--- config.mk ---
export PLATFORM = sky130hd
export DESIGN_NAME = controller
export DESIGN_NICKNAME = d
export VERILOG_FILES = /design/src/logic/controller_pkg.sv /design/src/logic/access_stage_ctrl.sv /design/src/logic/branch_cond_eval.sv /design/src/logic/controller.sv /design/src/logic/instr_classifier.sv /design/src/logic/operand_stage_ctrl.sv /design/src/logic/state_sequencer.sv
export SDC_FILE = /design/constraint.sdc
export NUM_CORES = 1
export LEC_CHECK = 0
export BUFFER_PORTS_ARGS = -buffer_cell sky130_fd_sc_hd__clkbuf_2
export CAP_MARGIN = 10
export CORE_UTILIZATION = 34
export DETAILED_ROUTE_END_ITERATION = 8
export GPL_TIMING_DRIVEN = 0
export PLACE_DENSITY = 0.75
export SLEW_MARGIN = 30
export SYNTH_ARGS = -nofsm -noshare
export SYNTH_HDL_FRONTEND = slang
export SYNTH_HIERARCHICAL = 1
export SYNTH_SLANG_ARGS = --single-unit
--- constraint.sdc ---
create_clock -name clk -period 3.15 [get_ports clk]
set_input_delay 0.4725 -clock clk [delete_from_list [all_inputs] [get_ports clk]]
set_output_delay 0.4725 -clock clk [all_outputs]
set_load 0.01 [all_outputs]
--- src/logic/controller_pkg.sv ---
package controller_pkg;

    // instruction fields
    typedef logic [6:0]  opcode_t;
    typedef logic [3:0]  cond_t;

    // status word, flags N Z C V live in bits 31..28
    typedef logic [31:0] word_t;

    // step encodings, load_pc_start sits after the loop
    typedef enum logic [3:0] {
        reset               = 4'd0,
        fetch               = 4'd1,
        fetch_wait          = 4'd2,
        decode              = 4'd3,
        execute             = 4'd4,
        memory_increment_pc = 4'd5,
        memory_wait         = 4'd6,
        write_back          = 4'd7,
        load_pc_start       = 4'd8
    } ctrl_state_t;

    typedef enum logic [1:0] {
        cls_none   = 2'd0,
        cls_data   = 2'd1,
        cls_mem    = 2'd2,
        cls_branch = 2'd3
    } instr_class_t;

    typedef enum logic [2:0] {
        alu_add = 3'b000,
        alu_sub = 3'b001,
        alu_and = 3'b010,
        alu_orr = 3'b011,
        alu_xor = 3'b111
    } alu_op_t;

    typedef enum logic [1:0] {
        pc_increment = 2'b00,
        pc_start     = 2'b01,
        pc_branch    = 2'b11
    } sel_pc_t;

    // load/store addressing bits P U W
    typedef struct packed {
        logic pre_index;
        logic up;
        logic write_back;
    } mem_mode_t;

    // operand register stage
    typedef struct packed {
        logic en_a;
        logic en_b;
        logic en_s;
        logic sel_shift;
    } operand_ctrl_t;

    // execute stage and result register
    typedef struct packed {
        logic    sel_a;
        logic    sel_b;
        logic    sel_post_indexing;
        alu_op_t alu_op;
        logic    en_status;
        logic    en_c;
    } exec_ctrl_t;

    typedef struct packed {
        logic    load_pc;
        sel_pc_t sel_pc;
    } pc_ctrl_t;

    // register file write ports
    typedef struct packed {
        logic w_en1;
        logic w_en2;
        logic w_en3;
        logic forward_w_data;
        logic sel_w_addr1;
    } wb_ctrl_t;

    // low opcode nibble of a compare, no result written
    localparam logic [3:0] cmp_low_bits = 4'b1010;

endpackage

--- src/logic/access_stage_ctrl.sv ---
`timescale 1ns/100ps

module access_stage_ctrl (
    input  controller_pkg::ctrl_state_t  state,
    input  controller_pkg::instr_class_t iclass,
    input  controller_pkg::opcode_t      opcode,
    input  controller_pkg::mem_mode_t    mem_mode,
    input  logic                         literal_load,
    input  logic                         en_status_decode,
    input  logic                         branch_taken,
    output controller_pkg::exec_ctrl_t   exec,
    output controller_pkg::pc_ctrl_t     pc,
    output controller_pkg::wb_ctrl_t     wb,
    output logic                         ram_w_en
);
    import controller_pkg::*;

    alu_op_t data_alu_op;

    // data processing op from the low three opcode bits
    always_comb begin
        case (opcode[2:0])
            3'b000:  data_alu_op = alu_add;
            3'b001:  data_alu_op = alu_sub;
            3'b010:  data_alu_op = alu_sub;
            3'b011:  data_alu_op = alu_and;
            3'b100:  data_alu_op = alu_orr;
            3'b101:  data_alu_op = alu_xor;
            default: data_alu_op = alu_add;
        endcase
    end

    always_comb begin
        exec     = '0;
        pc       = '0;
        wb       = '0;
        ram_w_en = 1'b0;

        case (state)
            load_pc_start: begin
                pc.load_pc = 1'b1;
                pc.sel_pc  = pc_start;
            end
            memory_increment_pc: begin
                // result register latches every instruction
                exec.en_c = 1'b1;
                if (iclass != cls_none) begin
                    pc.load_pc = 1'b1;
                    pc.sel_pc  = pc_increment;
                end

                case (iclass)
                    cls_data: begin
                        exec.alu_op = data_alu_op;
                        // immediate path when register not read
                        exec.sel_a     = !opcode[3];
                        exec.sel_b     = !opcode[4];
                        exec.en_status = en_status_decode;
                        // compare only sets flags
                        wb.w_en1 = (opcode[3:0] != cmp_low_bits);
                    end
                    cls_mem: begin
                        if (mem_mode.up) begin
                            exec.alu_op = alu_add;
                        end else begin
                            exec.alu_op = alu_sub;
                        end
                        exec.sel_b             = !opcode[3];
                        exec.sel_post_indexing = !mem_mode.pre_index;
                        exec.en_status         = en_status_decode;
                        // base update on post index or explicit W
                        wb.w_en2 = !mem_mode.pre_index || mem_mode.write_back;
                        // bit 4 marks a store
                        ram_w_en = opcode[4];
                    end
                    cls_branch: begin
                        if (branch_taken) begin
                            pc.sel_pc = pc_branch;
                        end
                        exec.alu_op = alu_add;
                        // target relative to PC
                        exec.sel_a = 1'b1;
                        exec.sel_b = !opcode[1];
                        // link writes return address to LR
                        if (opcode[2]) begin
                            wb.w_en1       = 1'b1;
                            wb.sel_w_addr1 = 1'b1;
                        end
                    end
                    default: begin
                        exec.alu_op = alu_add;
                    end
                endcase
            end
            write_back: begin
                // loaded word goes back through port 3
                if (iclass == cls_mem) begin
                    wb.w_en3 = (opcode[6:4] == 3'b110) || literal_load;
                end
            end
            default: begin
                pc.load_pc = 1'b0;
            end
        endcase
    end

endmodule

--- src/logic/branch_cond_eval.sv ---
`timescale 1ns/100ps

module branch_cond_eval (
    input  controller_pkg::cond_t cond,
    input  controller_pkg::word_t status_reg,
    output logic                  branch_taken
);
    logic n;
    logic z;
    logic c;
    logic v;

    assign n = status_reg[31];
    assign z = status_reg[30];
    assign c = status_reg[29];
    assign v = status_reg[28];

    always_comb begin
        case (cond)
            4'd0:    branch_taken = z;
            4'd1:    branch_taken = !z;
            4'd2:    branch_taken = c;
            4'd3:    branch_taken = !c;
            4'd4:    branch_taken = n;
            4'd5:    branch_taken = !n;
            4'd6:    branch_taken = v;
            4'd7:    branch_taken = !v;
            // unsigned higher
            4'd8:    branch_taken = c && !z;
            // unsigned lower or same
            4'd9:    branch_taken = !c || z;
            // signed compares
            4'd10:   branch_taken = (n == v);
            4'd11:   branch_taken = (n != v);
            4'd12:   branch_taken = !z && (n == v);
            4'd13:   branch_taken = z || (n != v);
            4'd14:   branch_taken = 1'b1;
            // 15 never branches
            default: branch_taken = 1'b0;
        endcase
    end

endmodule

--- src/logic/controller.sv ---
`timescale 1ns/100ps

module controller (
    input  logic                          clk,
    input  logic                          rst_n,
    input  controller_pkg::opcode_t       opcode,
    input  controller_pkg::cond_t         cond,
    input  controller_pkg::word_t         status_reg,
    input  controller_pkg::mem_mode_t     mem_mode,
    input  logic                          en_status_decode,
    output logic                          load_ir,
    output logic                          status_rdy,
    output controller_pkg::operand_ctrl_t operand,
    output controller_pkg::exec_ctrl_t    exec,
    output controller_pkg::pc_ctrl_t      pc,
    output controller_pkg::wb_ctrl_t      wb,
    output logic                          ram_w_en
);
    import controller_pkg::*;

    ctrl_state_t  state;
    instr_class_t iclass;
    logic         literal_load;
    logic         branch_taken;

    state_sequencer u_seq (
        .clk        (clk),
        .rst_n      (rst_n),
        .state      (state),
        .load_ir    (load_ir),
        .status_rdy (status_rdy)
    );

    instr_classifier u_class (
        .opcode       (opcode),
        .cond         (cond),
        .iclass       (iclass),
        .literal_load (literal_load)
    );

    branch_cond_eval u_cond (
        .cond         (cond),
        .status_reg   (status_reg),
        .branch_taken (branch_taken)
    );

    operand_stage_ctrl u_operand (
        .state   (state),
        .iclass  (iclass),
        .opcode  (opcode),
        .operand (operand)
    );

    access_stage_ctrl u_access (
        .state            (state),
        .iclass           (iclass),
        .opcode           (opcode),
        .mem_mode         (mem_mode),
        .literal_load     (literal_load),
        .en_status_decode (en_status_decode),
        .branch_taken     (branch_taken),
        .exec             (exec),
        .pc               (pc),
        .wb               (wb),
        .ram_w_en         (ram_w_en)
    );

endmodule

--- src/logic/instr_classifier.sv ---
`timescale 1ns/100ps

module instr_classifier (
    input  controller_pkg::opcode_t      opcode,
    input  controller_pkg::cond_t        cond,
    output controller_pkg::instr_class_t iclass,
    output logic                         literal_load
);
    import controller_pkg::*;

    logic is_data;
    logic is_mem;
    logic is_branch;

    // cond 1111 on a data opcode is treated as no instruction
    assign is_data = !opcode[6] && (cond != 4'b1111);

    // PC relative literal load
    assign literal_load = (opcode[6:3] == 4'b1000);

    assign is_mem    = (opcode[6:5] == 2'b11) || literal_load;
    assign is_branch = (opcode[6:3] == 4'b1001);

    always_comb begin
        if (is_data) begin
            iclass = cls_data;
        end else if (is_mem) begin
            iclass = cls_mem;
        end else if (is_branch) begin
            iclass = cls_branch;
        end else begin
            iclass = cls_none;
        end
    end

endmodule

--- src/logic/operand_stage_ctrl.sv ---
`timescale 1ns/100ps

module operand_stage_ctrl (
    input  controller_pkg::ctrl_state_t   state,
    input  controller_pkg::instr_class_t  iclass,
    input  controller_pkg::opcode_t       opcode,
    output controller_pkg::operand_ctrl_t operand
);
    import controller_pkg::*;

    // operand registers load only in execute
    always_comb begin
        operand = '0;
        if (state == execute) begin
            case (iclass)
                cls_data: begin
                    // bit 3 reads Rn, bit 4 reads Rm
                    operand.en_a = opcode[3];
                    operand.en_b = opcode[4];
                    operand.en_s = 1'b1;
                    // immediate form loads a zero shift
                    if (opcode[4]) begin
                        operand.sel_shift = opcode[5];
                    end else begin
                        operand.sel_shift = 1'b0;
                    end
                end
                cls_mem: begin
                    // base register is always read
                    operand.en_a = 1'b1;
                    // register offset
                    operand.en_b      = opcode[3];
                    operand.en_s      = opcode[3];
                    operand.sel_shift = 1'b0;
                end
                cls_branch: begin
                    operand.en_a      = 1'b0;
                    // register target in Rm
                    operand.en_b      = opcode[1];
                    operand.en_s      = 1'b1;
                    operand.sel_shift = 1'b1;
                end
                default: begin
                    operand = '0;
                end
            endcase
        end
    end

endmodule

--- src/logic/state_sequencer.sv ---
`timescale 1ns/100ps

module state_sequencer (
    input  logic                      clk,
    input  logic                      rst_n,
    output controller_pkg::ctrl_state_t state,
    output logic                      load_ir,
    output logic                      status_rdy
);
    import controller_pkg::*;

    ctrl_state_t next_state;

    // one pass through load_pc_start, then the seven step loop
    always_comb begin
        case (state)
            reset:               next_state = load_pc_start;
            load_pc_start:       next_state = fetch;
            fetch:               next_state = fetch_wait;
            fetch_wait:          next_state = decode;
            decode:              next_state = execute;
            execute:             next_state = memory_increment_pc;
            memory_increment_pc: next_state = memory_wait;
            memory_wait:         next_state = write_back;
            write_back:          next_state = fetch;
            // illegal code, start over
            default:             next_state = reset;
        endcase
    end

    always_ff @(posedge clk or negedge rst_n) begin
        if (!rst_n) begin
            state <= reset;
        end else begin
            state <= next_state;
        end
    end

    // instruction word is on the memory bus in decode
    assign load_ir = (state == decode);

    // flags from execute are settled by memory_wait
    assign status_rdy = (state == memory_wait);

endmodule

==> metrics.txt <==
Post-Synth XOR/XNOR Area 2.894%; max reg flops 4; setup TNS 0 ns; Synth cell types 53; Tmin final 2.812 ns; DP HPWL 1891 µm; post-CTS sizing 0; Hold Path Class in -> async; Setup Viol. Count Final 0; Max VDD drop 153.9 µV; Initial Util 37.64%; mapped cell area 864.6 µm²; critical path's slowest cell a21boi_0; Initial DRT Pass Iterations 4; proportion of power drawn by the clock network 33.1%; Max Fclk 355.7 MHz; # clock sinks 4; P_int 128.5 µW; Critical Path AT 2.34 ns; residual antenna-violating net count after detailed routing 0; Die W 52.43 µm; Yosys reg bits 4; fin nets 223; CP Cell Sequence clkbuf_2 -> inv_1 -> a21boi_0 -> inv_1 -> ha_1 -> a222oi_1 -> nor4_1 -> clkbuf_2; combinational group share of total power 40.2%; Die H 52.43 µm; GRT overflow 0; share of the yosys chip area belonging to registers 11.58%; Via density 5.440; Final Cycle Share 89.26%; Die ar. 2748 µm²; layout cells sized above 1 38.04%; worst hold slack 0.03660 ns; H-tree depth 1; RSZ-0062 raised after global routing no; initial antenna violation count 0; adder-cell share of the synthesized area 13.02%; Net Sw Power 65.23 µW; Synth Area in Simple Gates 35.89%; via count 1039; Switching Fraction 33.67%; critical path class in -> out; fin area 1132 µm²; gate count of the mapped netlist 118; Multi-input gate area 693.2 µm²; Syn-to-layout area delta 30.97%; number of synthesis warnings 6; Core Footprint 2297 µm²; # rows 17; CTS Buf Count 3; I/O Buffers 42; post-route insts no fill 191; gr usage total 18.27%; status completed; first-pass GRT wire length 3843 µm; clock-pin slew on the worst setup and hold paths 0.04 ns; Least-Margin Pin Slew 0.8289 ns; CP Max Fanout 8; vias in the first global route 940; Synth Area in Compound Gates 23.88%; CTS tree built; gpl congestion 0.9028; PD cells 171.1 nW/µm²; Req. time, crit path 2.68 ns; # hold bufs at CTS 0; post-synthesis mux area share 4.052%; # fillers 235; CP Capture Type output pin; top flop regs u_seq/state x4; final WL 2351 µm; Worst Skew 0.004839 ns; syn_nets 176; Largest Register u_seq/state; P_leak 0.5674 nW; Max-slew headroom 44.25%; slowest stage delay, CP 0.66 ns; Slew Limit Fails 0; post-CTS setup buffer count 0; diode count 0; dpl cells 188; Reg area 100.1 µm²; final hold viol count 0; startpoint types input port; max-cap violations 0; root buf cell clkbuf_4; worst-skew pair later-pin latency 0.24 ns; DR WL/cell 12.31 µm; clk buf depth 2; # DRC 0; Synth Area per Inst 7.327 µm²; 1st-iter DRT viols 13; main combinational cell family by area after synthesis simple AND/OR/NAND/NOR gates; number of I/O pins 72; Placed Area 1110 µm²; Seq pwr share 26.7%; pin count of the biggest net entering global routing 12
area by class of cell:
class | instances | share of cell area [%]
multi-input combinational | 97 | 61.22
clock buffer | 3 | 1.989
sequential | 4 | 8.840
inverter | 12 | 3.978
timing repair buffer | 42 | 18.56
tap | 28 | 3.094
buffer | 5 | 2.320
cell usage after synthesis (all sizes together):
| cell | count | area share [%] |
|---|---|---|
| o21ai | 2 | 1.2 |
| and3b | 1 | 1.0 |
| a22oi | 1 | 0.87 |
| nor4 | 1 | 0.72 |
| dfrtp | 4 | 12 |
| nor3b | 4 | 4.1 |
| nand3 | 1 | 0.58 |
| or2 | 2 | 1.4 |
| nor4b | 1 | 1.0 |
| or2b | 1 | 0.87 |
| a211oi | 2 | 2.3 |
| conb | 1 | 0.43 |
| a31o | 2 | 2.0 |
| a221oi | 1 | 1.0 |
| nor2b | 2 | 1.4 |
| buf | 2 | 1.4 |
| nor3 | 7 | 4.6 |
| or3 | 2 | 1.7 |
| a21oi | 11 | 6.4 |
| xnor2 | 1 | 1.9 |
| or4b | 1 | 1.6 |
| and3 | 1 | 0.72 |
| a31oi | 1 | 0.72 |
| nand2 | 10 | 4.3 |
| clkbuf | 3 | 1.6 |
| clkinv | 1 | 0.43 |
| o31ai | 1 | 0.87 |
| a32oi | 1 | 1.0 |
| ha | 9 | 13 |
| a41oi | 1 | 1.0 |
| a211o | 2 | 2.0 |
| mux2i | 2 | 2.3 |
| xor2 | 1 | 1.0 |
| nand3b | 3 | 2.6 |
| and4bb | 1 | 1.4 |
| o211ai | 2 | 1.7 |
| o22ai | 1 | 0.72 |
| or4 | 1 | 0.87 |
| nor2 | 10 | 4.6 |
| mux2 | 1 | 1.7 |
| nand2b | 3 | 2.2 |
| a222oi | 1 | 1.2 |
| inv | 11 | 4.8 |
| a21boi | 1 | 0.87 |
worst max-delay path, delay by kind of cell:
kind / cells / cell delay [ns]
adder cells (fa/ha/maj): 1 / 0.29
buffers and inverters: 4 / 0.46
AO/OA/AOI/OAI: 2 / 1.03
AND/OR/NAND/NOR: 1 / 0.09
kinds of logic (layout without fill, tap and decap cells):
| group | Yosys count | after routing |
|---|---|---|
| mux | 3 | 3 |
| other cells | 1 | 1 |
| flops | 4 | 4 |
| xor+xnor | 2 | 2 |
| buf+inv | 17 | 62 |
| compound gates | 30 | 30 |
| fa+ha+maj | 9 | 9 |
| simple gates | 52 | 52 |
cell usage in the layout, fill, tap and decap left out, types with 2 or more instances in the layout:
cell      count
nor2b_1       2
dfrtp_1       4
clkbuf_4      3
nor3b_1       3
mux2i_1       2
inv_1        10
nand2b_1      3
a211o_1       2
a21oi_1      11
nand3b_1      3
o211ai_1      2
or2_2         2
nor3_1        6
nor2_1        9
clkbuf_2     44
or3_2         2
ha_1          9
nand2_1      10
power by group through the flow:
stage	sequential, mW	combinational [mW]	clock [mW]
after floorplan	0.0523	0.0461	0
final	0.0517	0.0779	0.0642
after detailed placement	0.0523	0.0765	0
after global routing	0.0516	0.0879	0.0703
after CTS	0.0517	0.0771	0.0675
after global placement	0.0523	0.0731	0
per-layer routing:
layer	vias up	part of all wire [%]	GRT usage (%)
li1	517	-	-
met1	488	43	20.69
met2	32	52	33.12
met3	2	5.4	2.609
met4	0	0.38	8.333
met5	-	0	0
per-stage QoR:
stage	util, %	total power, mW	setup WS (ns)
floorplan	-	0.09842	0.7462
global placement	48.31	0.1254	0.3906
detailed placement	48.31	0.1288	0.3606
CTS	49.29	0.1963	0.3518
global route	49.29	0.2098	0.07915
finish	49.29	0.1937	0.3383
final timing paths:
kind                       cells past startpoint           start        endpoint  slack, ns
max                                            8       opcode[5]         exec[6]       0.34
min                                            1           rst_n  u_seq/state[3]       0.04
max reg2reg                                    4  u_seq/state[0]  u_seq/state[0]       1.99
min reg2reg                                    1  u_seq/state[3]  u_seq/state[1]       0.66
max in group asynchronous                      1           rst_n  u_seq/state[2]       2.98
min in group clk                               1  u_seq/state[3]  u_seq/state[1]       0.66
(Power assumes the default switching activity.)
